--- config.mk ---
export PLATFORM = sky130hd
export DESIGN_NAME = word_dispatch
export DESIGN_NICKNAME = d
export VERILOG_FILES = /design/src/common/mod_pkg.sv /design/src/rtl/credit_fifo.sv /design/src/rtl/word_dispatch.sv
export SDC_FILE = /design/constraint.sdc
export NUM_CORES = 1
export LEC_CHECK = 0
export BUFFER_PORTS_ARGS = -buffer_cell sky130_fd_sc_hd__clkbuf_2
export CAP_MARGIN = 10
export CORE_AREA = 2 2 602 604
export DETAILED_ROUTE_END_ITERATION = 10
export DIE_AREA = 0 0 604 606
export GPL_TIMING_DRIVEN = 0
export SLEW_MARGIN = 20
export SYNTH_ARGS = -nofsm -noshare
export SYNTH_HDL_FRONTEND = slang
export SYNTH_SLANG_ARGS = --single-unit
--- constraint.sdc ---
create_clock -name clk -period 9.3 [get_ports clk]
set_clock_uncertainty 0.05 [all_clocks]
set_input_delay 0.465 -clock clk [delete_from_list [all_inputs] [get_ports clk]]
set_output_delay 0.465 -clock clk [all_outputs]
set_load 0.1 [all_outputs]
--- src/common/mod_pkg.sv ---
package mod_pkg;

  // Word geometry.
  localparam int WORD_W     = 300;
  localparam int CHUNK_W    = 6;
  localparam int NUM_CHUNKS = WORD_W / CHUNK_W;

  // Modulus and the widths that follow from it.
  localparam int MODULUS = 107;
  localparam int RES_W   = 7;
  localparam int TAG_W   = 8;

  // One request from the source.
  typedef struct packed {
    logic [WORD_W-1:0] word;
    logic [TAG_W-1:0]  tag;
  } in_req_t;

  // One result for the sink.
  typedef struct packed {
    logic [RES_W-1:0] residue;
    logic [TAG_W-1:0] tag;
  } res_rec_t;

  // Weight of chunk k is 2^(CHUNK_W*k) mod MODULUS.
  // Walked one chunk at a time so the value never grows past 32 bits.
  function automatic int chunk_weight(input int k);
    int w;
    w = 1;
    for (int i = 0; i < k; i++)
      w = (w * (2 ** CHUNK_W)) % MODULUS;
    return w;
  endfunction

endpackage

--- src/rtl/credit_fifo.sv ---
`timescale 1ns/1ns

module credit_fifo #(
  parameter type entry_t = logic,
  parameter int  DEPTH   = 2
) (
  input  logic   clk,
  input  logic   rst_n,
  input  logic   push,
  input  entry_t push_data,
  input  logic   pop,
  output entry_t head,
  output logic   not_empty,
  output logic   credit
);

  localparam int AW = (DEPTH > 1) ? $clog2(DEPTH) : 1;
  localparam int CW = $clog2(DEPTH + 1);

  entry_t        mem [DEPTH];
  logic [AW-1:0] wr_ptr;
  logic [AW-1:0] rd_ptr;
  logic [CW-1:0] count;
  logic          do_pop;

  assign not_empty = (count != '0);
  assign do_pop    = pop && not_empty;
  assign head      = mem[rd_ptr];
  assign credit    = do_pop; // One credit back per entry removed.

  always_ff @(posedge clk or negedge rst_n)
  begin
    if (!rst_n)
    begin
      wr_ptr <= '0;
      rd_ptr <= '0;
      count  <= '0;
    end
    else
    begin
      if (push)
        wr_ptr <= (wr_ptr == AW'(DEPTH - 1)) ? '0 : wr_ptr + 1'b1;
      if (do_pop)
        rd_ptr <= (rd_ptr == AW'(DEPTH - 1)) ? '0 : rd_ptr + 1'b1;
      count <= count + CW'(push) - CW'(do_pop);
    end
  end

  // Producer never pushes without a credit, so no full check here.
  always_ff @(posedge clk)
  begin
    if (push)
      mem[wr_ptr] <= push_data;
  end

endmodule

--- src/rtl/word_dispatch.sv ---
`timescale 1ns/1ns

module word_dispatch import mod_pkg::*; #(
  parameter int LANES      = 4,
  parameter int IN_CREDITS = 4,
  parameter int LANE_DEPTH = 2
) (
  input  logic             clk,
  input  logic             rst_n,
  input  logic             in_valid,
  input  in_req_t          in_req,
  output logic             in_credit,
  output logic [LANES-1:0] lane_valid,
  output in_req_t          lane_req [LANES],
  input  logic [LANES-1:0] lane_credit
);

  localparam int PW  = (LANES > 1) ? $clog2(LANES) : 1;
  localparam int LCW = $clog2(LANE_DEPTH + 1);

  in_req_t        head;
  logic           not_empty;
  logic           issue;
  logic [PW-1:0]  rr;
  logic [LCW-1:0] lane_cnt [LANES];

  // Input buffer; its pop credit goes straight back to the source.
  credit_fifo #(
    .entry_t (in_req_t),
    .DEPTH   (IN_CREDITS)
  ) u_in_buf (
    .clk       (clk),
    .rst_n     (rst_n),
    .push      (in_valid),
    .push_data (in_req),
    .pop       (issue),
    .head      (head),
    .not_empty (not_empty),
    .credit    (in_credit)
  );

  // Strict round robin, so the collector can drain in the same order.
  assign issue = not_empty && (lane_cnt[rr] != '0);

  for (genvar k = 0; k < LANES; k++)
  begin : g_lane
    assign lane_valid[k] = issue && (rr == PW'(k));
    assign lane_req[k]   = head;
  end

  always_ff @(posedge clk or negedge rst_n)
  begin
    if (!rst_n)
    begin
      rr <= '0;
      for (int k = 0; k < LANES; k++)
        lane_cnt[k] <= LCW'(LANE_DEPTH);
    end
    else
    begin
      if (issue)
        rr <= (rr == PW'(LANES - 1)) ? '0 : rr + 1'b1;
      for (int k = 0; k < LANES; k++)
        lane_cnt[k] <= lane_cnt[k] + LCW'(lane_credit[k]) - LCW'(lane_valid[k]);
    end
  end

endmodule

### Yosys cells after proc, flatten, opt, wreduce, memory -nomap -nowiden

Memory sizes are Yosys's and may differ from the RTL's.
Index checks and enable logic that the tools add are counted.
W data, S select, Z words.

| operators by class | value |
|---|---|
| mux-type cells | 8 |
| add/subtract/negate cells | 13 |
| eq/ne operators | 5 |
| bitwise logic cells | 1 |
| reduce and logical (&&, ||, !) cells | 9 |
| order comparisons | 1 |
| shift-type cells | 0 |
| div/mod/pow operators | 0 |
| multiply operators | 0 |

Operator list:

| kind | count |
|---|---|
| $mux W2 | 5 |
| $add A2 B1 Y2 | 4 |
| $eq A2 B2 Y1 const B | 4 |
| $sub A2 B1 Y2 | 4 |
| $add A2 B1 Y2 const B | 3 |
| $logic_and A1 B1 Y1 | 6 |
| $bmux W2 S2 | 1 |
| $add A3 B1 Y3 | 1 |
| $ge A3 B3 Y1 const B | 1 |
| $not A2 Y3 | 1 |
| $reduce_bool A3 Y1 | 1 |
| $sub A3 B1 Y3 | 1 |
| $eq A2 B1 Y1 const B | 1 |
| $logic_not A2 Y1 | 1 |
| $mux W1 | 2 |
| $reduce_bool A2 Y1 | 1 |

| storage, ports and cells | value |
|---|---|
| bits in writable memories | 1232 |
| logic and storage cells | 46 |
| memories | 1 |
| memory bits (read-only) | 0 |
| bits in registers | 17 |
| output and inout bits | 1237 |
| latch bits | 0 |
| input port bits | 315 |

Memories:

| memory | depth | bits a word | rd ports | clocked after Yosys merged registers in | wr ports | RTL line | text |
|---|---|---|---|---|---|---|---|
| u_in_buf.mem | 4 | 308 | 1 | 0 | 1 | credit_fifo.sv:20 | `entry_t mem [DEPTH];` |

### Depth between registers and ports, before layout

| logic depth | value |
|---|---|
| depth after elaboration | 8 |
| depth in mapped cells | 11 |
| gate-level depth less buffers | 11 |

### Cells and area by module

From an unflattened synthesis, not the netlist that was laid out.

| second synthesis, totals | value |
|---|---|
| cells, all modules | 2626 |
| area total of the unflattened synthesis | 52691.8 sq um |

Modules (own cells, without submodules):

| module | area an instance (sq um) | instances | cells each |
|---|---|---|---|
| credit_fifo | 45098.3 | 1 | 1646 |
| word_dispatch | 7593.5 | 1 | 980 |

### Worst setup path after synthesis

No wires, ideal clock.

| path | value |
|---|---|
| path type | reg2reg |
| start point | register u_in_buf.wr_ptr[0] |
| end point | memory u_in_buf.mem[2][0] in the netlist's numbering (enable) |
| arrival time | 7.590 ns |
| buffers on the path | 0 |
| path slack | 0.953 ns |
| clock period less this slack | 8.347 ns |
| required time | 8.542 ns |
| stages on the path, launching flop included | 4 |
| cells stage by stage | dfrtp_1 > inv_1 > ha_1 > and2_1 |

RTL lines:

| what | RTL line | text |
|---|---|---|
| from (decl) | credit_fifo.sv:21 | `logic [AW-1:0] wr_ptr;` |
| from (signal assigned) | credit_fifo.sv:42 | `wr_ptr <= (wr_ptr == AW'(DEPTH - 1)) ? '0 : wr_ptr + 1'b1;` |
| to (decl) | credit_fifo.sv:20 |  |

No word-level cell before the write port.

==> run summary <==
Share of synthesized area spent on multiplexers: 0.133. The fraction of final layout cells sized beyond drive strength 1 was 0.647. The tools report the sum of routed wire length over all layers as 266000 um. Of all nets on the critical path, the largest fanout is 12. The die is 606 um tall.

The via count is 32500. Setup slack on the worst reg-to-reg path comes out at 6.34 ns. The via count of the first global-routing pass was 31700; the floorplan die area was 366000 um^2. The worst register-to-register path ends at u_in_buf.mem[2][154]. The number of antenna violations at the first check in global routing is 45, and the final count of negative-setup-slack endpoints is 0.

The per-cell via count in the routed design is 3.39. The synthesized-area fraction occupied by adder cells is 0.00491, and the cell area after synthesis is 52500 um^2. The simple-gate share of the synthesized area is 0.00219, and the number of top-level design ports is 1552. Summing all placed instances gives a cell area of 67100 um^2. Clock latency on the worst-skew pair, taken at its later pin, is 0.82 ns. The worst-case headroom to the max-slew limit is 0.247, and the arrival time at the worst endpoint is 4.39 ns. The shortest clock period the worst path allows after layout was 4.90 ns. For the maximum clock frequency, the log shows 204 MHz.

Gates resized during post-CTS repair numbered 0. Each instance of the synthesized netlist takes up on average 20.0 um^2. The xor/xnor cell area share of the yosys netlist was 0.00167; the post-cts hold buffer count was 314.

The cell count after synthesis came out at 2626. After detailed routing, the number of remaining DRC violations is 0. The worst setup path is launched from a flip-flop. The total of fill cells in the finished design was 38100; the register bit count reported by yosys was 1249. The first global-routing pass estimated 327000 um of wire. The H-tree was split into 4 levels.

Setup repair after global routing left no endpoint under its margin. The area occupied by multi-input gates is 7510 um^2. The logs give 0 for the count of pins over their slew limit and 0 for the count of nets left with antenna violations after detail routing. The area growth from synthesis to layout is 42.4%. Yosys printed 0 warnings. STA classifies the critical path endpoint as an output pin. The min-delay analysis places its worst path in the category input port to asynchronous set/reset pin. The run gives 145 as the number of buffers added by the clock tree synthesis step. The library cell used most frequently in the layout, excluding fill and tap cells, is sky130_fd_sc_hd__clkbuf_2. Across the run, the number of max-cap violations was 0. The flow ran to the end, and the final reports show no timing, DRC or antenna violations. In the layout the commonest cells are sky130_fd_sc_hd__clkbuf_2, sky130_fd_sc_hd__edfxtp_1, sky130_fd_sc_hd__buf_4.

For the worst setup path, the data required time is 8.79 ns. The combinational family with the most area after synthesis is buffers and inverters. The net count of the finished layout is 5007. The worst register-to-register path begins at u_in_buf.wr_ptr[0]. At the pin with the least slew margin, the transition time is 1.13 ns.

In this run the deepest clock path goes through 4 buffers. The root buffer cell chosen for the clock tree is sky130_fd_sc_hd__clkbuf_16. The sequential area share after synthesis was 0.713; the clock transition at the registers of the reported paths was 0.06 ns. Part of the cycle the worst path needs: 0.527. TritonCTS built the clock tree.

For the final instance area, the log shows 74700 um^2. The initialized floorplan defines 221 standard-cell rows. The core region is 360000 um^2. After the first detailed-routing iteration, the DRC count stood at 3064.

The maximum number of pins on one net before global-route repair came out at 45. The number of nets handed over by synthesis was 2961. The detail-routed net length per standard cell works out to 27.7 um. The clock net in this run drives a total of 1249 sinks. The fraction of the mapped netlist area in compound gates came out at 0.00103. The tools report the number of hold-slack violations in the final timing report as 0.

For this run the aggregate overflow at the end of global routing stands at 0. Horizontal die dimension: 604 um. After synthesis, the netlist uses 25 different library cells.

Once detailed placement completed, the half-perimeter wirelength came to 215000 um. The number of detailed-routing iterations run before antenna repair was 5; the number of port buffers was 1551. The cell depth of the worst flop-to-flop path came out at 7.

The critical path is of the flip-flop to output pin type. The starting density of the core is 0.146. The number of setup buffers added after CTS is 0. The congestion estimate from routability-driven global placement came to 0.872. For the total routing usage reported by global routing, the log shows 0.138. Registers take 37400 um^2.
## logic make-up after synthesis
group,Yosys count
buffers and inverters,1010
muxes,311
and+or+nand+nor,20
DFF,1249
xor gates and xnor gates,10
AOI/OAI and AO/OA,6
adders and majority gates,20
## how the worst max path moves through the flow
stage | start | to | slack, ns | cells past startpoint
global route | u_in_buf.rd_ptr[1] | lane_req[717] | 4.09 | 5
global placement | in_valid | u_in_buf.mem[3][154] | -6.26 | 2
detailed placement | u_in_buf.rd_ptr[1] | lane_req[1092] | 5.03 | 5
floorplan | u_in_buf.wr_ptr[0] | u_in_buf.mem[2][0] | 0.95 | 3
finish | u_in_buf.rd_ptr[1] | lane_req[785] | 4.40 | 5
CTS | u_in_buf.rd_ptr[1] | lane_req[1092] | 4.08 | 5
## synthesized netlist by cell type, drive strengths merged
cell / number / area (um^2)
edfxtp: 1232 / 37000
buf: 984 / 7440
mux4: 308 / 6940
ha: 19 / 238
inv: 17 / 63.8
dfrtp: 13 / 325
xnor2: 10 / 87.6
clkbuf: 9 / 33.8
nor2: 6 / 22.5
and2: 4 / 25.0
and2b: 4 / 35.0
dfstp: 4 / 105
mux2: 3 / 45.0
nor3: 3 / 20.0
o21ai: 3 / 15.0
nand2: 2 / 7.51
a211oi: 1 / 12.5
a21oi: 1 / 5.00
a22oi: 1 / 21.3
fa: 1 / 20.0
nand3: 1 / 5.00
## state kept, by name, indices dropped and copies added, names as in the netlist
| signal | flops |
|---|---|
| u_in_buf.mem | 1232 |
| lane_cnt | 8 |
| u_in_buf.count | 3 |
| rr | 2 |
| u_in_buf.rd_ptr | 2 |
| u_in_buf.wr_ptr | 2 |
## stage by stage
| stage | instances | setup WS, ns | setup TNS, ns | hold slack, ns | util |
|---|---|---|---|---|---|
| global route | 9579 | 4.09 | 0 | 0.256 | 0.207 |
| finish | 9592 | 4.40 | 0 | 0.282 | 0.207 |
| global placement | 8971 | -6.26 | -7341.29 | 0.384 | 0.184 |
| floorplan | 2626 | 0.953 | 0 | 0.119 | - |
| CTS | 9569 | 4.08 | 0 | 0.198 | 0.207 |
| detailed placement | 9004 | 5.03 | 0 | 0.398 | 0.186 |
## layer usage
metal  GRT usage  wire, um
met1       0.161     99700
met5           0        54
met4      0.0624     12500
met3      0.0556     28400
met2       0.222    125000
## critical path, cell delays in order, from the launching register on
cell and delay, ns:
sky130_fd_sc_hd__dfrtp_1 0.47, sky130_fd_sc_hd__buf_2 0.77, sky130_fd_sc_hd__buf_1 0.90, sky130_fd_sc_hd__mux4_2 0.67, sky130_fd_sc_hd__buf_4 0.18, sky130_fd_sc_hd__clkbuf_2 0.44
## final cells by class
class / instances / share of cell area
Multi-Input combinational cell: 367 / 0.100
Tap cell: 4794 / 0.0803
Sequential cell: 1249 / 0.501
Inverter: 17 / 0.000854
Clock buffer: 172 / 0.0502
Antenna cell: 22 / 0.000737
Timing Repair Buffer: 1899 / 0.157
Clock inverter: 79 / 0.00921
Buffer: 993 / 0.100
Power is not shown: default switching activity piles up to over one toggle a cycle in this logic, so the estimate is an artifact.
