**config.mk**
```make
export PLATFORM = sky130hd
export DESIGN_NAME = result_collect
export DESIGN_NICKNAME = d
export VERILOG_FILES = /design/src/common/mod_pkg.sv /design/src/rtl/credit_fifo.sv /design/src/rtl/result_collect.sv
export SDC_FILE = /design/constraint.sdc
export NUM_CORES = 1
export LEC_CHECK = 0
export BUFFER_PORTS_ARGS = -buffer_cell sky130_fd_sc_hd__buf_2
export CORE_MARGIN = 4
export CORE_UTILIZATION = 57
export DETAILED_ROUTE_END_ITERATION = 8
export PLACE_DENSITY = 0.79
export RECOVER_POWER = 50
export REMOVE_ABC_BUFFERS = 1
export SYNTH_ARGS = -nofsm -noshare
export SYNTH_HDL_FRONTEND = slang
export SYNTH_SLANG_ARGS = --single-unit
export TNS_END_PERCENT = 30
```
**constraint.sdc**
```tcl
create_clock -name clk -period 4.5 [get_ports clk]
set_input_delay 0.225 -clock clk [delete_from_list [all_inputs] [get_ports clk]]
set_output_delay 0.225 -clock clk [all_outputs]
set_load 0.05 [all_outputs]
```
**src/common/mod_pkg.sv**
```systemverilog
package mod_pkg;

  // Word geometry.
  localparam int WORD_W     = 300;
  localparam int CHUNK_W    = 6;
  localparam int NUM_CHUNKS = WORD_W / CHUNK_W;

  // Modulus and the widths that follow from it.
  localparam int MODULUS = 107;
  localparam int RES_W   = 7;
  localparam int TAG_W   = 8;

  // One request from the source.
  typedef struct packed {
    logic [WORD_W-1:0] word;
    logic [TAG_W-1:0]  tag;
  } in_req_t;

  // One result for the sink.
  typedef struct packed {
    logic [RES_W-1:0] residue;
    logic [TAG_W-1:0] tag;
  } res_rec_t;

  // Weight of chunk k is 2^(CHUNK_W*k) mod MODULUS.
  // Walked one chunk at a time so the value never grows past 32 bits.
  function automatic int chunk_weight(input int k);
    int w;
    w = 1;
    for (int i = 0; i < k; i++)
      w = (w * (2 ** CHUNK_W)) % MODULUS;
    return w;
  endfunction

endpackage

```
**src/rtl/credit_fifo.sv**
```systemverilog
`timescale 1ns/1ns

module credit_fifo #(
  parameter type entry_t = logic,
  parameter int  DEPTH   = 2
) (
  input  logic   clk,
  input  logic   rst_n,
  input  logic   push,
  input  entry_t push_data,
  input  logic   pop,
  output entry_t head,
  output logic   not_empty,
  output logic   credit
);

  localparam int AW = (DEPTH > 1) ? $clog2(DEPTH) : 1;
  localparam int CW = $clog2(DEPTH + 1);

  entry_t        mem [DEPTH];
  logic [AW-1:0] wr_ptr;
  logic [AW-1:0] rd_ptr;
  logic [CW-1:0] count;
  logic          do_pop;

  assign not_empty = (count != '0);
  assign do_pop    = pop && not_empty;
  assign head      = mem[rd_ptr];
  assign credit    = do_pop; // One credit back per entry removed.

  always_ff @(posedge clk or negedge rst_n)
  begin
    if (!rst_n)
    begin
      wr_ptr <= '0;
      rd_ptr <= '0;
      count  <= '0;
    end
    else
    begin
      if (push)
        wr_ptr <= (wr_ptr == AW'(DEPTH - 1)) ? '0 : wr_ptr + 1'b1;
      if (do_pop)
        rd_ptr <= (rd_ptr == AW'(DEPTH - 1)) ? '0 : rd_ptr + 1'b1;
      count <= count + CW'(push) - CW'(do_pop);
    end
  end

  // Producer never pushes without a credit, so no full check here.
  always_ff @(posedge clk)
  begin
    if (push)
      mem[wr_ptr] <= push_data;
  end

endmodule

```
**src/rtl/result_collect.sv**
```systemverilog
`timescale 1ns/1ns

module result_collect import mod_pkg::*; #(
  parameter int LANES       = 4,
  parameter int LANE_DEPTH  = 2,
  parameter int OUT_CREDITS = 4
) (
  input  logic             clk,
  input  logic             rst_n,
  input  logic [LANES-1:0] res_valid,
  input  res_rec_t         res [LANES],
  output logic [LANES-1:0] lane_credit,
  output logic             out_valid,
  output res_rec_t         out_res,
  input  logic             out_credit
);

  localparam int PW  = (LANES > 1) ? $clog2(LANES) : 1;
  localparam int OCW = $clog2(OUT_CREDITS + 1);

  res_rec_t       heads [LANES];
  logic [LANES-1:0] not_empty;
  logic [LANES-1:0] pop_sel;
  logic [PW-1:0]  rr;
  logic [OCW-1:0] out_cnt;
  logic           pop;

  // One buffer per lane. Space is reserved by the dispatcher's lane credits.
  for (genvar k = 0; k < LANES; k++)
  begin : g_buf
    credit_fifo #(
      .entry_t (res_rec_t),
      .DEPTH   (LANE_DEPTH)
    ) u_res_buf (
      .clk       (clk),
      .rst_n     (rst_n),
      .push      (res_valid[k]),
      .push_data (res[k]),
      .pop       (pop_sel[k]),
      .head      (heads[k]),
      .not_empty (not_empty[k]),
      .credit    (lane_credit[k])
    );

    assign pop_sel[k] = pop && (rr == PW'(k));
  end

  // Wait on the lane whose turn it is, even if another one is ready.
  assign pop = not_empty[rr] && (out_cnt != '0);

  always_ff @(posedge clk or negedge rst_n)
  begin
    if (!rst_n)
    begin
      rr        <= '0;
      out_cnt   <= OCW'(OUT_CREDITS);
      out_valid <= 1'b0;
    end
    else
    begin
      if (pop)
        rr <= (rr == PW'(LANES - 1)) ? '0 : rr + 1'b1;
      out_cnt   <= out_cnt + OCW'(out_credit) - OCW'(pop); // Credit spent at pop.
      out_valid <= pop;
    end
  end

  always_ff @(posedge clk)
  begin
    if (pop)
      out_res <= heads[rr];
  end

endmodule

```
; ---- Word level (Yosys, flattened, before mapping)
; Memory sizes are Yosys's and may differ from the RTL's.
; Cells that the tools add are included.
[word_totals]
regBits = 37
mem_bits_rw = 120
mem_count = 4
[memory_table]
columns = name, depth, width, rd, rd_clocked_by_memory_dff, wr, line
row1 = g_buf[0].u_res_buf.mem, 2, 15, 1, 0, 1, credit_fifo.sv:20  ; entry_t mem [DEPTH];
row2 = g_buf[1].u_res_buf.mem, 2, 15, 1, 0, 1, credit_fifo.sv:20
row3 = g_buf[2].u_res_buf.mem, 2, 15, 1, 0, 1, credit_fifo.sv:20
row4 = g_buf[3].u_res_buf.mem, 2, 15, 1, 0, 1, credit_fifo.sv:20
[classes]
addsub = 19
n_lt_le_gt_ge = 2
n_eq_ne = 3
muxes = 22
bitwise_logic = 1
reduce_logical = 15
[ops]
columns = cell, count
row1 = 15-bit binary-select mux with 2-bit select, 1
row2 = 15-bit 2-to-1 mux, 2
row3 = 1-bit 2-to-1 mux, 17
row4 = 1-bit logical AND, 9
row5 = 1-bit adder (second input constant), 8
row6 = 2-bit by 1-bit adder with 2-bit output, 4
row7 = 2-bit nonzero test, 4
row8 = 2-bit by 1-bit subtractor with 2-bit output, 4
row9 = 2-bit == test (second input constant), 2
row10 = 3-bit by 1-bit adder with 3-bit output, 1
row11 = 3-bit greater-or-equal comparator (second input constant), 1
row12 = 2-bit by 3-bit < comparator with 1-bit output (second input constant), 1
row13 = 2-bit NOT with 3-bit output, 1
row14 = 3-bit nonzero test, 1
row15 = 3-bit by 1-bit subtractor with 3-bit output, 1
row16 = 2-bit by 1-bit adder with 2-bit output (second input constant), 1
row17 = 1-bit binary-select mux with 2-bit select, 1
row18 = 2-bit by 1-bit == test with 1-bit output (second input constant), 1
row19 = 2-bit zero test, 1
row20 = 2-bit 2-to-1 mux, 1

; ---- Depth between registers and ports, before layout
[depth]
ltp_word = 7
depth_mapped = 12
mapped_depth_nobuf = 11

; ---- Hierarchy
; From an unflattened synthesis, not the netlist that was laid out.
[hier_totals]
hier_cells = 323
area_unflattened_um2 = 6587.6
[modules_own_cells]
columns = module, instances, cells_each, area_per_inst_um2, seq_area_each_um2
row1 = credit_fifo, 4, 63, 1328.8, 1001.0
row2 = result_collect, 1, 71, 1272.5, 601.8

; ---- Worst setup path after synthesis
; No wires, ideal clock.
[synth_path]
path_type = reg-to-reg
start = register g_buf[1].u_res_buf.count[1]
end = register out_cnt[2]
setup_time_ns = 0.075
arrival_time_ns = 2.155
slack_ns = 2.270
stages_incl_launch_ff = 9
path_buffers = 0
path_cell_list = dfrtp_1 -> or2_1 -> mux4_2 -> nand2b_4 -> mux2i_1 -> ha_1 -> fa_1 -> xnor2_1 -> xnor2_1
[synth_between]
elab_chain_cells = 5
[synth_lines]
columns = item, line
row1 = start: declaration, credit_fifo.sv:23  ; logic [CW-1:0] count;
row2 = start signal: assignment, credit_fifo.sv:45  ; count <= count + CW'(push) - CW'(do_pop);
row3 = 2-bit nonzero test, credit_fifo.sv:26  ; assign not_empty = (count != '0);
row4 = 1-bit binary-select mux with 2-bit select, result_collect.sv:49  ; assign pop = not_empty[rr] && (out_cnt != '0);
row5 = 1-bit 2-to-1 mux (implied by the code), result_collect.sv:49
row6 = 1-bit logical AND, result_collect.sv:49
row7 = 3-bit by 1-bit subtractor with 3-bit output, result_collect.sv:63  ; out_cnt <= out_cnt + OCW'(out_credit) - OCW'(pop);
row8 = end signal: assignment, result_collect.sv:56  ; out_cnt <= OCW'(OUT_CREDITS);
row9 = end signal: assignment, result_collect.sv:63
row10 = end: declaration, result_collect.sv:25  ; logic [OCW-1:0] out_cnt;
; No other way between the ends. The select of a mux whose other input is x is not followed.
; A chain may end at the register's enable or synchronous reset.

; ---- Final worst setup path
[layout_path]
start = register rr[0]
end = output port lane_credit[2]
[layout_between]
elab_chain_cells = 5
word_cells_on_any_way = 6
cone_classes = eq/ne (1) / mux (2) / reduce/logical (3)
[layout_lines]
columns = item, line
row1 = start: declaration, result_collect.sv:24  ; logic [PW-1:0] rr;
row2 = start signal: assignment, result_collect.sv:62  ; rr <= (rr == PW'(LANES - 1)) ? '0 : rr + 1'b1;
row3 = 1-bit binary-select mux with 2-bit select, result_collect.sv:49
row4 = 1-bit 2-to-1 mux (implied by the code), result_collect.sv:49
row5 = 1-bit logical AND, result_collect.sv:49
row6 = 1-bit logical AND (*), result_collect.sv:45  ; assign pop_sel[k] = pop && (rr == PW'(k));
row7 = 1-bit logical AND (*), credit_fifo.sv:27  ; assign do_pop = pop && not_empty;
row8 = end: declaration, result_collect.sv:12  ; output logic [LANES-1:0] lane_credit,
; Every way passes the cells marked *; elsewhere a longest branch is shown, timed or not. The select of a mux whose other input is x is not followed.

==> metrics <==
run status complete, no violations; gr ovfl total 0; biggest area consumer among synthesized cells edfxtp_1; Die Wd ~110 um; CP endpoint kind primary output; CTS H-tree lvls 4; post-DP HPWL about 8 mm; PwrDens 715 nW/um^2; share of cells above drive strength 1 0.156; RSZ-0062 raised after global routing no; largest net degree at the start of global routing 23; worst skew pair latency about 530 ps; Slew Viols, Final 0; crit start category flip-flop; DIE AREA ~13000 um^2; Max VDD drop 366 uV; Synth area leaders edfxtp_1 64%, mux2i_1 9.7%, dfrtp_1 8.3%; Worst Skew around 9.2 ps; P&R area growth vs syn 27.0%; CTS root buf clkbuf_8; initial antenna violation count 0; drt drc 0; Slew @ Worst Pin roughly 1200 ps; fillers 661; average size of a mapped cell around 19 um^2; io pins 87; EDFF count, synth approximately 140; CP Class reg -> out; core area approximately 11000 um^2; min cycle time layout between 2000 and 3000 ps; Yosys warning count 0; Mapped Cells between 300 and 400; Leakage between 0.003 and 0.004 uW; final net count between 500 and 600; crit path DAT between 2000 and 3000 ps; Yosys top cell area share 0.642; synth cell count leaders 135 x edfxtp_1, 61 x mux2i_1, 29 x inv_1; vias in the first global route roughly 3700; Rows 38; die span in y about 110 um; Critical Path RT 4280 ps; via count 3467; buffer levels on the longest clock path 2; Max Fclk 348 MHz; Wirelength per Cell between 20 and 25 um; max_cap viols 0; antenna diode count 0; CTS Sinks about 160; Hold Slack 413 ps; post-synthesis sequential area ratio 0.729; postcts setup bufs 0; vias per cell 5.30; Netlist cell types 27; #FFs+latches synth 157; I/O Buffers 86; CTS tree yes; crit-path max FO 18; Num CTS Buffers 17; Hold Crit Depth 2; TritonRoute pass-1 iters 6; CTS clk-pin slew, worst paths about 60 ps; RD Place Congestion 0.845; setup_tns 0 ps; final hold violation count 0; Finish-stage setup viols 0; top-count cell post-synth edfxtp_1; Reg2Reg Depth 8; Hold Crit Class in -> reg; GRT Util Overall 0.222; Top FF cell, synth edfxtp_1; initial drt markers 340; post-synthesis instance area 6320 um^2; first-pass GRT wire length just over 20 mm; drt total wl roughly 13 mm; async set-reset flop share out of synthesis 0.140; DRT antenna net count 0; Initial Util 0.583; Slew headroom 0.193; fin crit share 0.638
## through the flow
stage	setup slack (ps)	power (uW)	cells	cell area, um^2	utilization
CTS	1650	5720	654	8100	0.747
floorplan	1990	3740	327	6220	-
global route	1410	6020	654	8020	0.740
global placement	1810	4150	556	6850	0.631
detailed placement	1670	4250	556	6850	0.631
finish	1630	5740	654	8020	0.740
## placed cells by master (no fill, tap or decap), types with 3 or more instances in the layout
cell type and instances:
and2_1 4, buf_2 26, bufinv_16 3, clkbuf_1 63
clkbuf_16 16, clkbuf_8 3, clkinvlp_4 5, dfrtp_1 21
dlygate4sd3_1 66, edfxtp_1 135, ha_1 13, inv_1 29
mux2i_1 61, mux4_2 16, nand2_1 4, nor2_1 5
nor2b_1 3, o21ai_0 4, or2_1 3, xnor2_1 14
xor2_1 4
## path summary, 6_finish.rpt
kind,end,slack (ps),startpoint
max in group asynchronous,g_buf[0].u_res_buf.wr_ptr,3310,rst_n
max reg2reg,out_cnt[2],1630,rr[0]
min,g_buf[2].u_res_buf.mem[0][0],410,res[15]
min in group asynchronous,rr[0],470,rst_n
min reg2reg,g_buf[0].u_res_buf.wr_ptr,490,g_buf[0].u_res_buf.wr_ptr
max,lane_credit[2],1630,rr[0]
## registers in the layout (all words and copies together), names as in the netlist
| name | cells |
|---|---|
| g_buf.u_res_buf.mem | 120 |
| out_res | 15 |
| g_buf.u_res_buf.count | 8 |
| g_buf.u_res_buf.rd_ptr | 4 |
| g_buf.u_res_buf.wr_ptr | 4 |
| out_cnt | 3 |
| rr | 2 |
| out_valid | 1 |
## where the power goes
group | leakage (uW) | internal (uW) | total, uW | switching (uW)
clock | 0.000271 | 877 | 1440 | 564
combinational | 0.00133 | 777 | 1880 | 1100
sequential | 0.00153 | 2100 | 2420 | 315
## worst max-delay path: stages (launching register included)
cell and delay [ps]:
dfrtp_1 430, clkinv_1 630, ha_1 480, o21ai_0 90, nor2_1 60, nand2_1 140
inv_1 70, buf_2 210
## cell families (layout without fill, tap and decap cells)
family / after synthesis / in the layout / share of synthesized area
xor gates and xnor gates: 18 / 18 / 0.0250
and+or+nand+nor: 24 / 24 / 0.0212
AOI/OAI and AO/OA: 4 / 4 / 0.00317
adders and majority gates: 14 / 14 / 0.0289
DFF: 157 / 157 / 0.729
buffers and inverters: 45 / 218 / 0.0345
muxes: 79 / 79 / 0.158
## final cells by class
type,instances,area (um^2),area share
Timing Repair Buffer,155,1040,0.129
Tap cell,140,175,0.0218
Multi-Input combinational cell,139,1500,0.187
Clock inverter,9,136,0.0170
Sequential cell,157,4610,0.574
Clock buffer,23,457,0.0569
Inverter,31,116,0.0145
## layer usage
layer,wire length (um),track usage,vias up
met3,890,0.0663,16
met1,5320,0.283,1719
met2,6730,0.376,146
li1,-,-,1586
met4,188,0.0609,0
met5,0,0,-
## timing repair
item | CTS | global route
gates resized for setup | 0 | 0
endpoints found under the hold margin | 150 | 0
hold buffers | 66 | 0
No activity file was read; power rests on OpenSTA's default activity.
