**src/common/mod_pkg.sv**
```systemverilog
package mod_pkg;

  // Word geometry.
  localparam int WORD_W     = 300;
  localparam int CHUNK_W    = 6;
  localparam int NUM_CHUNKS = WORD_W / CHUNK_W;

  // Modulus and the widths that follow from it.
  localparam int MODULUS = 107;
  localparam int RES_W   = 7;
  localparam int TAG_W   = 8;

  // One request from the source.
  typedef struct packed {
    logic [WORD_W-1:0] word;
    logic [TAG_W-1:0]  tag;
  } in_req_t;

  // One result for the sink.
  typedef struct packed {
    logic [RES_W-1:0] residue;
    logic [TAG_W-1:0] tag;
  } res_rec_t;

  // Weight of chunk k is 2^(CHUNK_W*k) mod MODULUS.
  // Walked one chunk at a time so the value never grows past 32 bits.
  function automatic int chunk_weight(input int k);
    int w;
    w = 1;
    for (int i = 0; i < k; i++)
      w = (w * (2 ** CHUNK_W)) % MODULUS;
    return w;
  endfunction

endpackage

```
**src/reducer/residue_lane.sv**
```systemverilog
`timescale 1ns/1ns

module residue_lane import mod_pkg::*; (
  input  logic     clk,
  input  logic     rst_n,
  input  logic     in_valid,
  input  in_req_t  in_req,
  output logic     out_valid,
  output res_rec_t out_res
);

  localparam int TBL_N   = 2 ** CHUNK_W;
  localparam int GRP     = 5;              // Chunks per first-level adder.
  localparam int NUM_GRP = NUM_CHUNKS / GRP;
  localparam int GRP_W   = 10;             // 5 * 106 fits.
  localparam int SUM_W   = 13;             // 50 * 106 fits.
  localparam int F1_W    = 11;
  localparam int F2_W    = 9;
  localparam int F3_W    = 8;
  localparam int FOLD    = (2 ** RES_W) % MODULUS; // 128 mod 107 = 21.

  // Table of (v * weight) mod MODULUS for every chunk value v.
  function automatic logic [TBL_N*RES_W-1:0] chunk_table(input int k);
    logic [TBL_N*RES_W-1:0] tbl;
    int w;
    w   = chunk_weight(k);
    tbl = '0;
    for (int v = 0; v < TBL_N; v++)
      tbl[v*RES_W +: RES_W] = RES_W'((v * w) % MODULUS);
    return tbl;
  endfunction

  logic [RES_W-1:0] part_d [NUM_CHUNKS];
  logic [RES_W-1:0] part_q [NUM_CHUNKS];
  logic [GRP_W-1:0] grp_sum [NUM_GRP];
  logic [SUM_W-1:0] total;
  logic [F1_W-1:0]  fold1;
  logic [F1_W-1:0]  fold1_q;
  logic [F2_W-1:0]  fold2;
  logic [F3_W-1:0]  fold3;
  logic [RES_W-1:0] residue;
  logic [TAG_W-1:0] tag1;
  logic [TAG_W-1:0] tag2;
  logic             v1;
  logic             v2;

  // Stage 1 lookups.
  for (genvar k = 0; k < NUM_CHUNKS; k++)
  begin : g_chunk
    localparam logic [TBL_N*RES_W-1:0] TBL = chunk_table(k);
    assign part_d[k] = TBL[in_req.word[k*CHUNK_W +: CHUNK_W] * RES_W +: RES_W];
  end

  // Stage 2 adder tree, then fold the bits above 2^7.
  always_comb
  begin
    for (int g = 0; g < NUM_GRP; g++)
    begin
      grp_sum[g] = '0;
      for (int j = 0; j < GRP; j++)
        grp_sum[g] = grp_sum[g] + GRP_W'(part_q[g*GRP + j]);
    end
    total = '0;
    for (int g = 0; g < NUM_GRP; g++)
      total = total + SUM_W'(grp_sum[g]);
    fold1 = F1_W'(total[RES_W-1:0]) + F1_W'(FOLD * total[SUM_W-1:RES_W]);
  end

  // Stage 3 folds twice more; one subtraction then suffices.
  always_comb
  begin
    fold2   = F2_W'(fold1_q[RES_W-1:0]) + F2_W'(FOLD * fold1_q[F1_W-1:RES_W]);
    fold3   = F3_W'(fold2[RES_W-1:0]) + F3_W'(FOLD * fold2[F2_W-1:RES_W]);
    residue = (fold3 >= F3_W'(MODULUS)) ? RES_W'(fold3 - F3_W'(MODULUS)) : RES_W'(fold3);
  end

  always_ff @(posedge clk or negedge rst_n)
  begin
    if (!rst_n)
    begin
      v1        <= 1'b0;
      v2        <= 1'b0;
      out_valid <= 1'b0;
    end
    else
    begin
      v1        <= in_valid;
      v2        <= v1;
      out_valid <= v2;
    end
  end

  always_ff @(posedge clk)
  begin
    part_q          <= part_d;
    tag1            <= in_req.tag;
    fold1_q         <= fold1;
    tag2            <= tag1;
    out_res.residue <= residue;
    out_res.tag     <= tag2;
  end

endmodule

```
**config.mk**
```make
export PLATFORM = sky130hd
export DESIGN_NAME = residue_lane
export DESIGN_NICKNAME = d
export VERILOG_FILES = /design/src/common/mod_pkg.sv /design/src/reducer/residue_lane.sv
export SDC_FILE = /design/constraint.sdc
export NUM_CORES = 2
export LEC_CHECK = 0
export ABC_AREA = 1
export BUFFER_PORTS_ARGS = -buffer_cell sky130_fd_sc_hd__clkbuf_2
export CORE_MARGIN = 2
export CORE_UTILIZATION = 60
export DETAILED_ROUTE_END_ITERATION = 6
export HOLD_SLACK_MARGIN = 0.03
export PLACE_DENSITY = 0.79
export SLEW_MARGIN = 40
export SYNTH_ARGS = -nofsm -noshare
export SYNTH_HDL_FRONTEND = slang
export SYNTH_SLANG_ARGS = --single-unit
```
**constraint.sdc**
```tcl
create_clock -name clk -period 16.25 [get_ports clk]
set_input_delay 0.8125 -clock clk [delete_from_list [all_inputs] [get_ports clk]]
set_output_delay 0.8125 -clock clk [all_outputs]
set_load 0.02 [all_outputs]
```
Word-level counts from Yosys, hierarchy flattened
Cells that the tools add are included.
Cells by class
  $add $sub $neg: 53
  $mul: 53
  div/mod/pow operators: 0
  order comparisons: 1
  equal/unequal tests: 0
  shifts and indexed selects: 50
  mux-type cells: 1
  bitwise gates (word level): 0
  reductions and logical operators: 0
Operators with widths (count)
  $shiftx 448x10->7 const A: 50
  $mul 6x3->9 const B: 50
  $add 10x7->10: 10
  $add 9x7->10: 10
  $add 8x7->9: 10
  $add 7x7->8: 11
  $add 13x10->13: 6
  $add 12x10->13: 1
  $add 11x10->12: 1
  $add 10x10->11: 1
  $add 7x11->11: 1
  $mul 5x6->11 const A: 1
  $add 7x9->9: 1
  $mul 5x4->9 const A: 1
  $ge 8x7->1 const B: 1
  $mul 5x2->7 const A: 1
  $mux 7: 1
  $sub 7x7->7 const B: 1
Word-level totals
  bits in registers: 395
  bits in latches: 0
  memory bits (writable): 0
  memory bits (read-only): 0
  word-level logic and storage cells: 216
  memories: 0

Longest topological paths before layout
  depth in word-level cells: 15
  gate-level depth with buffers: 36
  depth with buffers taken out: 36

Least setup slack after synthesis
No wires, ideal clock.
  kind: reg-to-reg
  start point: reg part_q[233] (netlist bit)
  end point: reg fold1_q[8]
  arrival: 8.291 ns
  data required time: 16.127 ns
  path slack: 7.835 ns
  cell stages (with the launch flop): 33
  path buffers: 0
  clock period less this slack: 8.415 ns
  cell sequence: dfxtp_1 fa_1 inv_1 fa_1 inv_1 fa_1 inv_1 fa_1 fa_1 inv_1 fa_1 fa_1 fa_1 ha_1 ha_1 inv_1 fa_1 nor3_1 nor2_1 o21bai_1 xor2_1 ha_1 inv_1 fa_1 fa_1 inv_1 ha_1 nand2_1 o21ai_0 nand2_1 nand2_1 a21oi_1 xor2_1
On the way
  word-level cells in the longest chain between the ends: 13
Ends and longest elaborated chain
  start, declared: RTL line residue_lane.sv:34  | logic [RES_W-1:0] part_q [NUM_CHUNKS];
  start signal, assigned: RTL line residue_lane.sv:95  | part_q <= part_d;
  $add 7x7->8 *: RTL line residue_lane.sv:61  | grp_sum[g] = grp_sum[g] + GRP_W'(part_q[g*GRP + j]);
  $add 8x7->9 *: RTL line residue_lane.sv:61
  $add 9x7->10 *: RTL line residue_lane.sv:61
  $add 10x7->10 *: RTL line residue_lane.sv:61
  $add 12x10->13 *: RTL line residue_lane.sv:65  | total = total + SUM_W'(grp_sum[g]);
  $add 13x10->13 * (6 in series): RTL line residue_lane.sv:65
  $mul 5x6->11: RTL line residue_lane.sv:66  | fold1 = F1_W'(total[RES_W-1:0]) + F1_W'(FOLD * total[SUM_W-1:RES_W]);
  $add 7x11->11 *: RTL line residue_lane.sv:66
  via fold1[8]: RTL line residue_lane.sv:37  | logic [F1_W-1:0] fold1;
  end signal, assigned: RTL line residue_lane.sv:97  | fold1_q <= fold1;
  end, declared: RTL line residue_lane.sv:38  | logic [F1_W-1:0] fold1_q;
The timed path passes the listed nets; every way through them passes the cells marked *.

Worst setup path in the final report
  start point: reg part_q[172] (netlist bit)
  end point: reg fold1_q[8]
On the way
  word-level cells in the longest chain between the ends: 11
Ends and longest elaborated chain (RTL line)
  $add 7x7->8 *: residue_lane.sv:61
  $add 8x7->9 *: residue_lane.sv:61
  $add 9x7->10 *: residue_lane.sv:61
  $add 10x7->10 *: residue_lane.sv:61
  $add 13x10->13 * (5 in series): residue_lane.sv:65
  $mul 5x6->11: residue_lane.sv:66
  $add 7x11->11 *: residue_lane.sv:66
  via fold1[8]: residue_lane.sv:37
Marked as above.

==> results.py <==
metrics = {
    "yosys": {
        "synth_simple_gate_area_share_pct": 24.5,
        "ys_types": 68,
        "synth_fp_nets": 8824,
        "synth_area_leaders": "dfxtp_1 16%, fa_1 13%, nand2_1 13%, ha_1 12%, inv_1 8.5%",
        "syn_inst": 7675,
        "synth_edf_count": 0,
        "synth_fa_ha_area_share_pct": 25.8,
        "synth_compound_area_share_pct": 21.3,
        "yosys_register_bits": 394,
        "synth_top_family_by_area": "adder cells",
        "netlist.area_leader.share_pct": 15.5,
        "async_flop_share_pct": 0.761,
        "synth.most_common_cell": "nand2_1",
        "synth_flop_cell": "dfxtp_1",
        "synth-xor-area-share_pct": 0.605,
        "ys_top_cells_by_count": "1743 x nand2_1, 1145 x inv_1, 824 x o21ai_0",
        "yosys.area.top_type": "dfxtp_1",
        "yosys_warnings": 0,
        "synth_area_um2": 50500,
        "seq_area_frac_synth_pct": 15.7,
        "synth.area.mux_share_pct": 0,
        "syn_area_per_cell_um2": 6.58,
    },
    "placed_design": {
        "dp_hpwl_mm": 115,
        "finalWeightedCongestion": 0.983,
        "io_buffer_count": 326,
    },
    "setup_path": {
        "timing.rr.end": "fold1_q[8]",
        "cp.required_ns": 16.73,
        "start_kind": "flip-flop",
        "cp_max_fo": 5,
        "r2r_cells": 34,
        "crit_top_cell": "fa_1",
        "slowest_delay_ns": 0.66,
        "arrival_ns": 9.44,
        "rrSetupSlack_ns": 7.29,
        "timing.rr.start": "part_q[172]",
        "critical_path_class": "flip-flop to flip-flop",
        "worstSetupEndpointType": "flip-flop",
        "crit_path_top_delay_cell": "fa_1",
    },
    "cts": {
        "clk_latency_ns": 0.61,
        "cts_root_buf": "clkbuf_16",
        "cts_sinks": 394,
        "h-tree-depth": 2,
        "ctsResizeCount": 0,
        "post_cts_buffers": 0,
        "ctsHoldBuffers": 1,
        "clkTransAtPathRegs_ns": 0.06,
        "clk_path_buf_depth": 3,
        "cts_made_buffers": 46,
        "cts_tree": "done",
    },
    "drt": {
        "vias": 51800,
        "drt-total-wl_mm": 147,
        "drc_errors": 1,
        "wl_per_cell_um": 16.6,
        "drtIter0Drc": 4932,
        "drt-vias-per-instance": 5.85,
        "firstDrtPassIters": 7,
        "ant_nets": 0,
    },
    "die": {
        "coreArea_um2": 83400,
        "die_w_um": 294,
        "die-area_um2": 86500,
        "rows": 106,
        "initial_utilization_pct": 60.5,
        "top_level_ports": 327,
        "fp.dieH_um": 294,
    },
    "finish": {
        "area.sequential_um2": 7900,
        "nFillCells": 7650,
        "drive_gt1_share_pct": 6.53,
        "syn2layout_area_growth_pct": 6.07,
        "multiInputGateArea_um2": 36500,
        "nets": 8880,
        "fin_util_pct": 64.2,
    },
    "sta": {
        "period_needed_ns": 8.96,
        "finClkSkew_ns": 0.0276,
        "slew_viol_final": 0,
        "finalCritPeriodShare_pct": 55.2,
        "slew_headroom_pct": 47.6,
        "setup_violations": 0,
        "finalSetupTns_ns": 0,
        "rsz0062_at_grt": "no",
        "max_freq_ghz": 0.112,
        "final_hold_viol_count": 0,
        "worst_pin_slew_ns": 0.783,
    },
    "grt": {
        "grt.total_usage_pct": 32.8,
        "grt_pass1_vias": 46900,
        "grt-ovfl-total": 0,
        "antenna_found_initial": 26,
        "grt_pass1_wl_mm": 237,
        "grt_max_degree": 32,
    },
    "min_path": {
        "min_to": "part_q[348]",
        "min_path_type": "input pin to flip-flop",
        "hold_depth": 1,
        "min_from": "in_req[13]",
    },
    "run": {
        "maxCapViolations": 0,
    },
    "run_status": {
        "outcome": "complete, but fails checks",
        "violations": "design-rule violations",
    },
}
[registers in the layout (all words and copies together), names as in the netlist]
name / flops
v1: 1
out_res: 15
tag1: 8
out_valid: 1
v2: 1
tag2: 8
fold1_q: 11
part_q: 349
[cells in the final DEF, fill, tap and decap left out, types with 5 or more instances in the layout]
cell       count
clkbuf_2     326
diode_2       15
or2_2         45
o221ai_1      37
a21oi_1      484
o2111ai_1     15
clkbuf_16     46
xor2_1        25
dfxtp_1      391
o211ai_1     186
nor2_1       508
o21ai_0      823
clkbuf_1       7
inv_2         36
or2_1          5
a31oi_1       81
nor2_2         8
xnor2_1        8
nor3_1        53
a32oi_1       16
ha_1         499
clkinv_2       9
fa_1         339
nand2_1     1743
nand4_1       24
clkinv_1      30
inv_1       1145
o21bai_1       8
a22oi_1       16
o311ai_0      15
o21a_1        10
o22ai_1       59
o21ai_2        5
a211oi_1      22
o31ai_1       38
a22o_1         6
o21ai_1       21
nand3_1      600
bufinv_16      7
[cell families (layout without fill, tap and decap cells)]
family,after synthesis,in the layout
and+or+nand+nor,3004,3004
AOI/OAI and AO/OA,1875,1875
xor gates and xnor gates,34,34
DFF,394,394
buffers and inverters,1530,1620
other,0,15
adders and majority gates,838,838
[per-stage QoR]
stage               instance area (µm²)  setup WS [ns]  cells  hold WS (ns)
finish                            53600           7.29   8860         0.302
global route                      53600           6.70   8859         0.280
CTS                               53500           7.26   8845         0.270
detailed placement                51900           7.31   8762         0.312
global placement                  51900           7.42   8762         0.310
floorplan                         50500           7.84   7675         0.310
[worst max-delay path by stage]
stage / startpoint / end / slack [ns] / cells past startpoint
2_1_floorplan: part_q[233] / fold1_q[8] / 7.84 / 32
3_3_place_gp: part_q[321] / fold1_q[8] / 7.42 / 33
3_5_place_dp: part_q[172] / fold1_q[8] / 7.31 / 34
4_1_cts: part_q[149] / fold1_q[8] / 7.26 / 32
5_1_grt: part_q[149] / fold1_q[8] / 6.70 / 32
6_report: part_q[172] / fold1_q[8] / 7.29 / 34
[critical path, delay by kind of cell (launching register included)]
kind / cells / cell delay, ns
AO/OA/AOI/OAI: 3 / 0.63
adder cells (fa/ha/maj): 14 / 6.44
flip-flops: 1 / 0.30
buffers and inverters: 6 / 0.36
AND/OR/NAND/NOR: 9 / 0.68
XOR/XNOR: 2 / 0.44
[per-layer routing]
layer,wire length [µm],global-route usage [%],vias up
met4,5410,11.2,14
met3,12400,4.18,343
met1,61300,44.9,23600
li1,-,-,25300
met2,67500,53.6,2618
met5,85,0,-
[layout make-up]
type	instances	area share, %
repair buffers	327	3.07
inverters	1211	8.49
multi-input cells	5751	68.1
flip-flops and latches	394	14.8
clock buffers	55	2.25
diodes	15	0.0701
clock inverters	27	0.752
well taps	1080	2.52
Power is left out: the tool's default activity adds up to more than one toggle a clock period on the data nets, which glitch-free logic cannot reach.
